--- config.mk ---
export PLATFORM = sky130hd
export DESIGN_NAME = regSubsystem
export DESIGN_NICKNAME = d
export VERILOG_FILES = /design/src/logic/axiLitePkg.sv /design/src/logic/axiLiteSlave.sv /design/src/logic/regBank.sv /design/src/logic/regSubsystem.sv
export SDC_FILE = /design/constraint.sdc
export NUM_CORES = 1
export LEC_CHECK = 0
export BUFFER_PORTS_ARGS = -buffer_cell sky130_fd_sc_hd__buf_2
export CAP_MARGIN = 10
export CORE_UTILIZATION = 45
export CTS_CLUSTER_DIAMETER = 60
export DETAILED_ROUTE_END_ITERATION = 10
export HOLD_SLACK_MARGIN = 0.05
export PLACE_DENSITY = 0.7
export SYNTH_ARGS = -nofsm -noshare
export SYNTH_HDL_FRONTEND = slang
export SYNTH_HIERARCHICAL = 1
export SYNTH_SLANG_ARGS = --single-unit
--- constraint.sdc ---
create_clock -name intf -period 4.54 [get_ports intf]
set_input_delay 0.454 -clock intf [delete_from_list [all_inputs] [get_ports intf]]
set_output_delay 0.454 -clock intf [all_outputs]
set_load 0.02 [all_outputs]
--- src/logic/axiLitePkg.sv ---
`default_nettype none

package axiLitePkg;

  ////////////////////////////////////////
  // bus response codes
  ////////////////////////////////////////

  // two-bit code on bResp and rResp
  typedef logic [1:0] respT;

  // access completed
  localparam respT RespOkay = 2'b00;
  // access refused by the register bank
  localparam respT RespSlvErr = 2'b10;

  // progress of one write through the aw and w channels
  typedef enum logic [1:0] {
    wrIdle,
    wrHaveAddr,
    wrHaveData,
    wrResp
  } wrStateT;

  // fixed word returned from index 0
  localparam logic [31:0] IdValue = 32'h5241_0001;

  // defaults picked up by the top level
  localparam int unsigned DefaultAddrWidth = 12;
  localparam int unsigned DefaultDataWidth = 32;
  localparam int unsigned DefaultNumRegs = 8;

endpackage

`default_nettype wire

--- src/logic/axiLiteSlave.sv ---
`timescale 1ns/1ps
`default_nettype none

module axiLiteSlave #(
  parameter int unsigned AddrWidth = 12,
  parameter int unsigned DataWidth = 32
) (
  input  wire                                         intf,
  input  wire                                         rst,
  // write address
  input  wire  [AddrWidth-1:0]                        awAddr,
  input  wire  [2:0]                                  awProt,
  input  wire                                         awValid,
  output logic                                        awReady,
  // write data
  input  wire  [DataWidth-1:0]                        wData,
  input  wire  [DataWidth/8-1:0]                      wStrb,
  input  wire                                         wValid,
  output logic                                        wReady,
  // write response
  output axiLitePkg::respT                            bResp,
  output logic                                        bValid,
  input  wire                                         bReady,
  // read address
  input  wire  [AddrWidth-1:0]                        arAddr,
  input  wire  [2:0]                                  arProt,
  input  wire                                         arValid,
  output logic                                        arReady,
  // read data
  output logic [DataWidth-1:0]                        rData,
  output axiLitePkg::respT                            rResp,
  output logic                                        rValid,
  input  wire                                         rReady,
  // register bank side
  output logic                                        regWrEn,
  output logic [AddrWidth-$clog2(DataWidth/8)-1:0]    regWrIndex,
  output logic [DataWidth-1:0]                        regWrData,
  output logic [DataWidth/8-1:0]                      regWrStrb,
  input  wire  axiLitePkg::respT                      regWrResp,
  output logic                                        regRdEn,
  output logic [AddrWidth-$clog2(DataWidth/8)-1:0]    regRdIndex,
  input  wire  [DataWidth-1:0]                        regRdData,
  input  wire  axiLitePkg::respT                      regRdResp
);

  // byte lanes per word
  localparam int unsigned StrbWidth = DataWidth / 8;
  // address bits below the word index
  localparam int unsigned OffsetBits = $clog2(StrbWidth);

  typedef logic [AddrWidth-1:0] addrT;
  typedef logic [DataWidth-1:0] dataT;
  typedef logic [StrbWidth-1:0] strbT;

  // beat transfers this cycle
  logic awHs;
  logic wHs;
  logic bHs;
  logic arHs;
  logic rHs;

  assign awHs = awValid && awReady;
  assign wHs = wValid && wReady;
  assign bHs = bValid && bReady;
  assign arHs = arValid && arReady;
  assign rHs = rValid && rReady;

  // awProt and arProt are taken but carry no meaning here

  ////////////////////////////////////////
  // write path
  ////////////////////////////////////////

  axiLitePkg::wrStateT wrState;
  axiLitePkg::wrStateT wrNext;

  // held beats, either may come first
  addrT awAddrQ;
  dataT wDataQ;
  strbT wStrbQ;

  // strobe cycle, also first cycle of bValid
  logic wrEnQ;
  // response kept for the rest of the b beat
  axiLitePkg::respT bRespQ;

  always_comb begin
    wrNext = wrState;
    case (wrState)
      axiLitePkg::wrIdle: begin
        // both beats on one edge go straight to the response
        if (awHs && wHs) begin
          wrNext = axiLitePkg::wrResp;
        end else if (awHs) begin
          wrNext = axiLitePkg::wrHaveAddr;
        end else if (wHs) begin
          wrNext = axiLitePkg::wrHaveData;
        end
      end
      axiLitePkg::wrHaveAddr: begin
        // waiting on data only
        if (wHs) begin
          wrNext = axiLitePkg::wrResp;
        end
      end
      axiLitePkg::wrHaveData: begin
        // waiting on address only
        if (awHs) begin
          wrNext = axiLitePkg::wrResp;
        end
      end
      axiLitePkg::wrResp: begin
        if (bHs) begin
          wrNext = axiLitePkg::wrIdle;
        end
      end
      default: begin
        wrNext = axiLitePkg::wrIdle;
      end
    endcase
  end

  always_ff @(posedge intf) begin
    if (rst) begin
      wrState <= axiLitePkg::wrIdle;
      awReady <= 1'b0;
      wReady <= 1'b0;
      wrEnQ <= 1'b0;
    end else begin
      wrState <= wrNext;
      // readies follow the state being entered
      awReady <= (wrNext == axiLitePkg::wrIdle) || (wrNext == axiLitePkg::wrHaveData);
      wReady <= (wrNext == axiLitePkg::wrIdle) || (wrNext == axiLitePkg::wrHaveAddr);
      // single pulse on entry to wrResp
      wrEnQ <= (wrNext == axiLitePkg::wrResp) && (wrState != axiLitePkg::wrResp);
    end
  end

  // beat payloads
  always_ff @(posedge intf) begin
    if (awHs) begin
      awAddrQ <= awAddr;
    end
    if (wHs) begin
      wDataQ <= wData;
      wStrbQ <= wStrb;
    end
    if (wrEnQ) begin
      bRespQ <= regWrResp;
    end
  end

  assign bValid = (wrState == axiLitePkg::wrResp);
  // bank answer straight through in the strobe cycle, held copy after it
  assign bResp = wrEnQ ? regWrResp : bRespQ;

  assign regWrEn = wrEnQ;
  assign regWrIndex = awAddrQ[AddrWidth-1:OffsetBits];
  assign regWrData = wDataQ;
  assign regWrStrb = wStrbQ;

  ////////////////////////////////////////
  // read path
  ////////////////////////////////////////

  logic rValidQ;
  logic rValidNext;
  // strobe cycle, also first cycle of rValid
  logic rdEnQ;
  addrT arAddrQ;
  dataT rDataQ;
  axiLitePkg::respT rRespQ;

  // arReady low while a response waits, so no overlap of the two
  always_comb begin
    rValidNext = rValidQ;
    if (rHs) begin
      rValidNext = 1'b0;
    end
    if (arHs) begin
      rValidNext = 1'b1;
    end
  end

  always_ff @(posedge intf) begin
    if (rst) begin
      rValidQ <= 1'b0;
      arReady <= 1'b0;
      rdEnQ <= 1'b0;
    end else begin
      rValidQ <= rValidNext;
      arReady <= !rValidNext;
      rdEnQ <= arHs;
    end
  end

  always_ff @(posedge intf) begin
    if (arHs) begin
      arAddrQ <= arAddr;
    end
    // keep bank answer for a stalled r beat
    if (rdEnQ) begin
      rDataQ <= regRdData;
      rRespQ <= regRdResp;
    end
  end

  assign rValid = rValidQ;
  assign rData = rdEnQ ? regRdData : rDataQ;
  assign rResp = rdEnQ ? regRdResp : rRespQ;

  assign regRdEn = rdEnQ;
  assign regRdIndex = arAddrQ[AddrWidth-1:OffsetBits];

endmodule

`default_nettype wire

--- src/logic/regBank.sv ---
`timescale 1ns/1ps
`default_nettype none

module regBank #(
  parameter int unsigned AddrWidth = 12,
  parameter int unsigned DataWidth = 32,
  parameter int unsigned NumRegs = 8
) (
  input  wire                                         intf,
  input  wire                                         rst,
  // write strobe side
  input  wire                                         regWrEn,
  input  wire  [AddrWidth-$clog2(DataWidth/8)-1:0]    regWrIndex,
  input  wire  [DataWidth-1:0]                        regWrData,
  input  wire  [DataWidth/8-1:0]                      regWrStrb,
  output axiLitePkg::respT                            regWrResp,
  // read strobe side
  input  wire                                         regRdEn,
  input  wire  [AddrWidth-$clog2(DataWidth/8)-1:0]    regRdIndex,
  output logic [DataWidth-1:0]                        regRdData,
  output axiLitePkg::respT                            regRdResp
);

  localparam int unsigned StrbWidth = DataWidth / 8;
  // first general read/write index
  localparam int unsigned FirstRw = 2;
  // count of general registers
  localparam int unsigned NumRw = NumRegs - FirstRw;

  typedef logic [DataWidth-1:0] wordT;

  // general registers, slot 0 is index 2
  wordT rwRegs [NumRw];
  // successful writes, wraps
  wordT wrCount;

  logic wrLegal;
  wordT wrOld;
  wordT wrMerged;
  wordT rdWord;
  logic rdLegal;

  ////////////////////////////////////////
  // write side
  ////////////////////////////////////////

  // id and counter are read only, beyond NumRegs is nothing
  assign wrLegal = (32'(regWrIndex) >= FirstRw) && (32'(regWrIndex) < NumRegs);
  assign regWrResp = wrLegal ? axiLitePkg::RespOkay : axiLitePkg::RespSlvErr;

  // current contents of the addressed register
  always_comb begin
    wrOld = '0;
    for (int r = 0; r < NumRw; r++) begin
      if (32'(regWrIndex) == r + FirstRw) begin
        wrOld = rwRegs[r];
      end
    end
  end

  // byte lanes with strobe take new data, the rest keep old
  always_comb begin
    for (int b = 0; b < StrbWidth; b++) begin
      wrMerged[b*8 +: 8] = regWrStrb[b] ? regWrData[b*8 +: 8] : wrOld[b*8 +: 8];
    end
  end

  always_ff @(posedge intf) begin
    if (rst) begin
      wrCount <= '0;
      for (int r = 0; r < NumRw; r++) begin
        rwRegs[r] <= '0;
      end
    end else if (regWrEn && wrLegal) begin
      // refused writes never reach here
      wrCount <= wrCount + 1'b1;
      for (int r = 0; r < NumRw; r++) begin
        if (32'(regWrIndex) == r + FirstRw) begin
          rwRegs[r] <= wrMerged;
        end
      end
    end
  end

  ////////////////////////////////////////
  // read side
  ////////////////////////////////////////

  always_comb begin
    rdWord = '0;
    rdLegal = 1'b1;
    if (32'(regRdIndex) == 0) begin
      // id, zero extended for wide buses
      rdWord = DataWidth'(axiLitePkg::IdValue);
    end else if (32'(regRdIndex) == 1) begin
      rdWord = wrCount;
    end else if (32'(regRdIndex) < NumRegs) begin
      for (int r = 0; r < NumRw; r++) begin
        if (32'(regRdIndex) == r + FirstRw) begin
          rdWord = rwRegs[r];
        end
      end
    end else begin
      // out of range, zero data
      rdLegal = 1'b0;
    end
  end

  // data only driven in the strobe cycle
  assign regRdData = regRdEn ? rdWord : '0;
  assign regRdResp = rdLegal ? axiLitePkg::RespOkay : axiLitePkg::RespSlvErr;

endmodule

`default_nettype wire

--- src/logic/regSubsystem.sv ---
`timescale 1ns/1ps
`default_nettype none

module regSubsystem #(
  parameter int unsigned AddrWidth = axiLitePkg::DefaultAddrWidth,
  parameter int unsigned DataWidth = axiLitePkg::DefaultDataWidth,
  parameter int unsigned NumRegs = axiLitePkg::DefaultNumRegs
) (
  input  wire                        intf,
  input  wire                        rst,
  // write address
  input  wire  [AddrWidth-1:0]       awAddr,
  input  wire  [2:0]                 awProt,
  input  wire                        awValid,
  output logic                       awReady,
  // write data
  input  wire  [DataWidth-1:0]       wData,
  input  wire  [DataWidth/8-1:0]     wStrb,
  input  wire                        wValid,
  output logic                       wReady,
  // write response
  output axiLitePkg::respT           bResp,
  output logic                       bValid,
  input  wire                        bReady,
  // read address
  input  wire  [AddrWidth-1:0]       arAddr,
  input  wire  [2:0]                 arProt,
  input  wire                        arValid,
  output logic                       arReady,
  // read data
  output logic [DataWidth-1:0]       rData,
  output axiLitePkg::respT           rResp,
  output logic                       rValid,
  input  wire                        rReady
);

  // word index width, byte offset dropped
  localparam int unsigned IndexWidth = AddrWidth - $clog2(DataWidth / 8);

  // strobe bus between engine and bank
  logic                   regWrEn;
  logic [IndexWidth-1:0]  regWrIndex;
  logic [DataWidth-1:0]   regWrData;
  logic [DataWidth/8-1:0] regWrStrb;
  axiLitePkg::respT       regWrResp;
  logic                   regRdEn;
  logic [IndexWidth-1:0]  regRdIndex;
  logic [DataWidth-1:0]   regRdData;
  axiLitePkg::respT       regRdResp;

  axiLiteSlave #(
    .AddrWidth(AddrWidth),
    .DataWidth(DataWidth)
  ) slave0 (
    .intf(intf), .rst(rst),
    .awAddr(awAddr), .awProt(awProt), .awValid(awValid), .awReady(awReady),
    .wData(wData), .wStrb(wStrb), .wValid(wValid), .wReady(wReady),
    .bResp(bResp), .bValid(bValid), .bReady(bReady),
    .arAddr(arAddr), .arProt(arProt), .arValid(arValid), .arReady(arReady),
    .rData(rData), .rResp(rResp), .rValid(rValid), .rReady(rReady),
    .regWrEn(regWrEn), .regWrIndex(regWrIndex), .regWrData(regWrData),
    .regWrStrb(regWrStrb), .regWrResp(regWrResp),
    .regRdEn(regRdEn), .regRdIndex(regRdIndex), .regRdData(regRdData),
    .regRdResp(regRdResp)
  );

  // bank sees the same address split as the engine
  regBank #(
    .AddrWidth(AddrWidth),
    .DataWidth(DataWidth),
    .NumRegs(NumRegs)
  ) bank0 (
    .intf(intf), .rst(rst),
    .regWrEn(regWrEn), .regWrIndex(regWrIndex), .regWrData(regWrData),
    .regWrStrb(regWrStrb), .regWrResp(regWrResp),
    .regRdEn(regRdEn), .regRdIndex(regRdIndex), .regRdData(regRdData),
    .regRdResp(regRdResp)
  );

endmodule

`default_nettype wire

# ---- Yosys cells after proc, flatten, opt, wreduce, memory -nomap -nowiden
# Memories as Yosys holds them, arrays and structs flattened.
# Index checks and enable logic that the tools add are counted.
dict set report word_totals {
  mem_count 1
  output_inout_bits 41
  ff_bits 136
  wordCells 129
  mem_bits_rw 192
}
dict set report op_classes {
  mux 68
  n_reduce_logical 15
  eq_ne 20
  bitwise_logic 6
  order_cmp 3
  addsub 1
}
# name words word_bits rd rd_ports_with_merged_regs write_ports line
set mem_list {}
lappend mem_list {bank0.rwRegs 6 32 6 0 6 regBank.sv:33} ;# wordT rwRegs [NumRw];
# op n
set op_table {}
lappend op_table {{32-bit two-way mux} 22}
lappend op_table {{10-bit by 3-bit == test with 1-bit output, second input constant} 8}
lappend op_table {{10-bit by 2-bit == test with 1-bit output, second input constant} 4}
lappend op_table {{32-bit by 1-bit adder with 32-bit output, second input constant} 1}
lappend op_table {{8-bit two-way mux} 4}
lappend op_table {{1-bit two-way mux} 31}
lappend op_table {{10-bit by 4-bit < comparator with 1-bit output, second input constant} 2}
lappend op_table {{2-bit two-way mux} 10}
lappend op_table {{10-bit by 1-bit == test with 1-bit output, second input constant} 1}
lappend op_table {{10-bit by 2-bit greater-or-equal comparator with 1-bit output, second input constant} 1}
lappend op_table {{10-bit zero test} 1}
lappend op_table {{1-bit logical AND} 9}
lappend op_table {{2-bit == test, second input constant} 4}
lappend op_table {{2-bit one-hot mux with 4 select lines} 1}
lappend op_table {{1-bit OR} 6}
lappend op_table {{2-bit by 1-bit == test with 1-bit output, second input constant} 2}
lappend op_table {{2-bit zero test} 2}
lappend op_table {{1-bit logical OR} 2}
lappend op_table {{2-bit != test, second input constant} 1}
lappend op_table {{1-bit zero test} 1}

# ---- Longest topological paths before layout
dict set report logic_depth {
  depth_word 11
  mapped_depth 8
}

# ---- Cells and area by module
# The synthesis kept the hierarchy.
# mod cells_each seq_area_each_um2 area_each_um2 n_inst
set by_module_without_submodules {}
lappend by_module_without_submodules {regBank 1253 6406.1 12441.9 1}
lappend by_module_without_submodules {axiLiteSlave 157 2562.5 3254.4 1}

# ---- Worst setup path after synthesis
# OpenSTA, ideal clock, no wires.
dict set report synth_timing {
  path_kind {reg2reg}
  start {register slave0.awAddrQ[8]}
  end {memory bank0/rwRegs[2][0] (netlist bit) (enable)}
  arrival_ps 2832
  n_path_buf 0
  setup_time_ps 428
  stages_incl_launch_ff 4
  period_less_slack_ps 3260
  t_required_ps 4112
  setup_slack_ps 1280
  path_cell_list {edfxtp_1 nor4_1 nand4_1 o21bai_1}
}
# element line
set synth_rtl {}
lappend synth_rtl {{start: declaration} axiLiteSlave.sv:78} ;# addrT awAddrQ;
lappend synth_rtl {{start signal: assignment} axiLiteSlave.sv:142} ;# awAddrQ <= awAddr;
lappend synth_rtl {{end: declaration} regBank.sv:33}

# ---- Worst setup path after layout
dict set report layout_timing {
  start {register slave0.arAddrQ[9]}
  end {output rData[8]}
}
dict set report layout_via {
  elab_chain_len 11
}
# element line
set layout_lines {}
lappend layout_lines {{start: declaration} axiLiteSlave.sv:170} ;# addrT arAddrQ;
lappend layout_lines {{start signal: assignment} axiLiteSlave.sv:199} ;# arAddrQ <= arAddr;
lappend layout_lines {{10-bit by 2-bit == test with 1-bit output} regBank.sv:99} ;# if (32'(regRdIndex) == r + FirstRw) begin
lappend layout_lines {{32-bit two-way mux (6 in series)} regBank.sv:99}
lappend layout_lines {{32-bit two-way mux} regBank.sv:97} ;# end else if (32'(regRdIndex) < NumRegs) begin
lappend layout_lines {{32-bit two-way mux} regBank.sv:95} ;# end else if (32'(regRdIndex) == 1) begin
lappend layout_lines {{32-bit two-way mux (*)} regBank.sv:92} ;# if (32'(regRdIndex) == 0) begin
lappend layout_lines {{named net regRdData[8]} regSubsystem.sv:48} ;# logic [DataWidth-1:0] regRdData;
lappend layout_lines {{32-bit two-way mux (*)} axiLiteSlave.sv:209} ;# assign rData = rdEnQ ? regRdData : rDataQ;
lappend layout_lines {{end: declaration} regSubsystem.sv:31} ;# output logic [DataWidth-1:0] rData,
# The timed path passes the listed nets; every way through them passes the cells marked *.

==> impl_metrics.tcl <==
set metrics [dict create \
    die_x_um 188.8 \
    viasPerCell 6.256 \
    p_seq_frac 0.497 \
    p_sw_frac 0.2310 \
    p_per_area_nw_per_um2 377.9 \
    crit_path_max_incr_delay_ns 0.61 \
    intPower_uw 5173 \
    tritoncts "done" \
    clkLatencyLatePin_ns 0.53 \
    wl_per_cell_um 22.59 \
    status "finished clean" \
    crit_buf_inv 2 \
    ioPinCount 114 \
    cp_max_fo 17 \
    max_slew.worst_pin.slew_ns 1.216 \
    timing.rr.start "slave0/awAddrQ[8]$_DFFE_PP_" \
    hpwl_um 26250 \
    die_y_um 188.8 \
    num-nets-final 1542 \
    postRouteAntennaNets 0 \
    hold_violations 0 \
    vias 12210 \
    fin_skew_ns 0.01777 \
    syn_area_um2 15700 \
    setup_viol 0 \
    power_uw 6727 \
    maxSlewHeadroom 0.1832 \
    gr-usage-all-layers 0.2430 \
    drc_errors 0 \
    yosys.area.top_type_share 0.4745 \
    grt_pass1_vias 11750 \
    setup-tns-final_ns 0 \
    num-fill-cells 2978 \
    diodes 0 \
    synth.distinct_cells 59 \
    yosys-top-cells-area "edfxtp_1, dfxtp_1, a21oi_1" \
    cts_buffers 38 \
    vdd_ir_drop_max_v 0.0003272 \
    ys_ff_latch 324 \
    h-tree-depth 2 \
    synth_ff_type "edfxtp_1" \
    cap_violations 0 \
    cts.reportedPaths.clkPinSlew_ns 0.06 \
    holdBufCountCts 0 \
    syn_to_final_growth_pct 13.42 \
    first_pass_iters 5 \
    p_clk_frac 0.440 \
    p_sw_uw 1554 \
    cp_slowest_cell "or4_1" \
    totalWireLength_um 44090 \
    initial_utilization 0.4555 \
    synth.avg_cell_area_um2 11.13 \
    fin_crit_ns 3.773 \
    gp_congestion 0.8082 \
    postSynthCellCount 1410 \
    start_kind "flip-flop" \
    cp-startpoint "slave0/arAddrQ[9]$_DFFE_PP_" \
    required_ns 4.09 \
    holdWs_ns 0.08675 \
    hold_path_class "input port to flip-flop" \
    path_cells "or4_1 > or2_2 > nor3_2 > buf_4 > a22o_1 > mux2_4 > buf_2" \
    synth.yosys.warnings 6 \
    clock-sinks 324 \
    cp_top_family "simple AND/OR/NAND/NOR gates" \
    crit_type "flip-flop to primary output" \
    grt_first_pass_wirelength_um 66560 \
    dr.first_iter.drc_count 1083 \
    synth_edf_count 248 \
    max_freq_ghz 0.2650 \
    end_kind "primary output" \
    holdCritStartpoint "wData[6]" \
    die-area_um2 35630 \
    io_buffers 103 \
    synth_top_area_cell "edfxtp_1" \
    clockBufferDepth 3 \
    synth-async-reset-ratio 0 \
    slew_violations 0 \
    grt-ovfl-total 0 \
    grt_start_max_net_pins 84 \
    post_cts_resized 0 \
    row_count 68 \
    drive_gt1_frac 0.2004 \
    total_leakage_power_uw 0.006194 \
    p_comb_frac 0.062 \
    antenna_found_initial 0 \
    finalCritPeriodShare 0.8311 \
    cts_setup_buffers 0 \
    ys_seq_area_frac 0.5714 \
    rsz0062_at_grt "false" \
    cp_data_arrival_time_ns 3.32 \
    root_buffer "clkbuf_16" \
    core-area_um2 34460 \
]
==> area by class of cell <==
cell class	count	area, um2	area share
Sequential cell	324	8970	0.5038
Multi-Input combinational cell	961	6218	0.3493
Clock buffer	48	1040	0.05840
Timing Repair Buffer	135	805.8	0.04526
Tap cell	455	569.3	0.03198
Clock inverter	21	170.2	0.009558
Inverter	8	30.03	0.001687
==> flip-flops by register name, summed over array words and instances, names as in the netlist <==
register / cells
bank0/rwRegs: 192
bank0/wrCount: 32
slave0/rDataQ: 32
slave0/regWrData: 32
slave0/arAddrQ: 10
slave0/awAddrQ: 10
slave0/regWrStrb: 4
slave0/bRespQ: 2
slave0/rRespQ: 2
slave0/wrState: 2
slave0/arReady: 1
slave0/awReady: 1
slave0/rValid: 1
slave0/regRdEn: 1
slave0/regWrEn: 1
slave0/wReady: 1
==> power by group through the flow <==
stage	registers [uW]	logic (uW)	clock network [uW]
after detailed placement	3410	413	0
final	3350	418	2960
after CTS	3340	415	3000
after global placement	3400	403	0
after floorplan	3380	265	0
after global routing	3350	448	3110
==> cell usage in the layout, fill, tap and decap left out, types with 9 or more instances in the layout <==
cell	count
o31ai_1	39
a22o_1	25
dfxtp_1	75
buf_4	28
a21boi_0	32
buf_2	103
o22a_1	24
or4_1	19
o211ai_1	24
nand2_1	78
clkbuf_16	39
nor2_1	92
mux2_2	26
or3b_2	31
o21ai_0	70
nor2b_1	41
a21oi_1	185
nor3_1	40
edfxtp_1	248
nand3_1	13
o22ai_1	68
mux2_4	30
or3_1	9
nor4_1	11
mux2i_1	34
==> cells by family after synthesis <==
logic type      count (synthesis)  share of synthesized area
compound gates                489                     0.1937
simple gates                  373                     0.1259
flops                         324                     0.5714
buf+inv                       126                    0.03475
mux                            91                    0.07047
xor+xnor                        5                   0.002790
fa+ha+maj                       1                  0.0007970
other cells                     1                  0.0002389
==> worst paths after layout <==
check / endpoint / slack (ns) / cells past startpoint
setup reg to reg: bank0/rwRegs[0][10]$_SDFFCE_PN0P_ / 1.25 / 4
hold / removal: slave0/regWrData[6]$_DFFE_PP_ / 0.09 / 1
setup / recovery: rData[8] / 0.77 / 7
hold reg to reg: slave0/rDataQ[6]$_DFF_P_ / 0.47 / 1
==> Yosys cell counts, types with 4 or more instances <==
| cell | n |
|---|---|
| a21oi_1 | 185 |
| o31ai_1 | 39 |
| nand4b_1 | 4 |
| nand2_1 | 79 |
| a211o_1 | 5 |
| or3b_2 | 31 |
| mux2i_1 | 34 |
| nor3_1 | 40 |
| inv_1 | 7 |
| o211ai_1 | 24 |
| o22a_1 | 24 |
| nand3_1 | 15 |
| buf_1 | 10 |
| nor2b_1 | 41 |
| mux2_4 | 30 |
| mux2_2 | 26 |
| nand4_1 | 6 |
| o22ai_1 | 68 |
| nor2_1 | 92 |
| dfxtp_1 | 76 |
| clkbuf_1 | 100 |
| a21boi_0 | 32 |
| or3_1 | 11 |
| and3_1 | 4 |
| o21ai_0 | 70 |
| edfxtp_1 | 248 |
| or4_1 | 19 |
| nand2b_1 | 5 |
| and4_1 | 5 |
| a22o_1 | 25 |
| nor4_1 | 12 |
==> worst register-to-register path, stage by stage, from the launching register on <==
cell	delay, ns
edfxtp_1	0.38
or4_1	0.83
nor4_1	0.73
nand2_2	0.75
a21oi_1	0.40
==> layer usage <==
metal  up-vias  global-route usage  share of wire
met5         -                   0              0
met3        94             0.04563           0.10
met4         0             0.08530          0.025
met1      5930              0.3253           0.40
met2       636              0.3941           0.47
li1       5552                   -              -
==> metrics by stage <==
| step | cells | utilization | area [um2] | setup slack, ns |
|---|---|---|---|---|
| floorplan | 1411 | - | 15700 | 1.280 |
| global placement | 1883 | 0.4816 | 16590 | 1.297 |
| detailed placement | 1883 | 0.4816 | 16590 | 1.238 |
| CTS | 1952 | 0.5167 | 17800 | 0.6711 |
| global route | 1952 | 0.5167 | 17800 | 0.6184 |
| finish | 1952 | 0.5167 | 17800 | 0.7668 |
No activity file was read; power rests on OpenSTA's default activity.
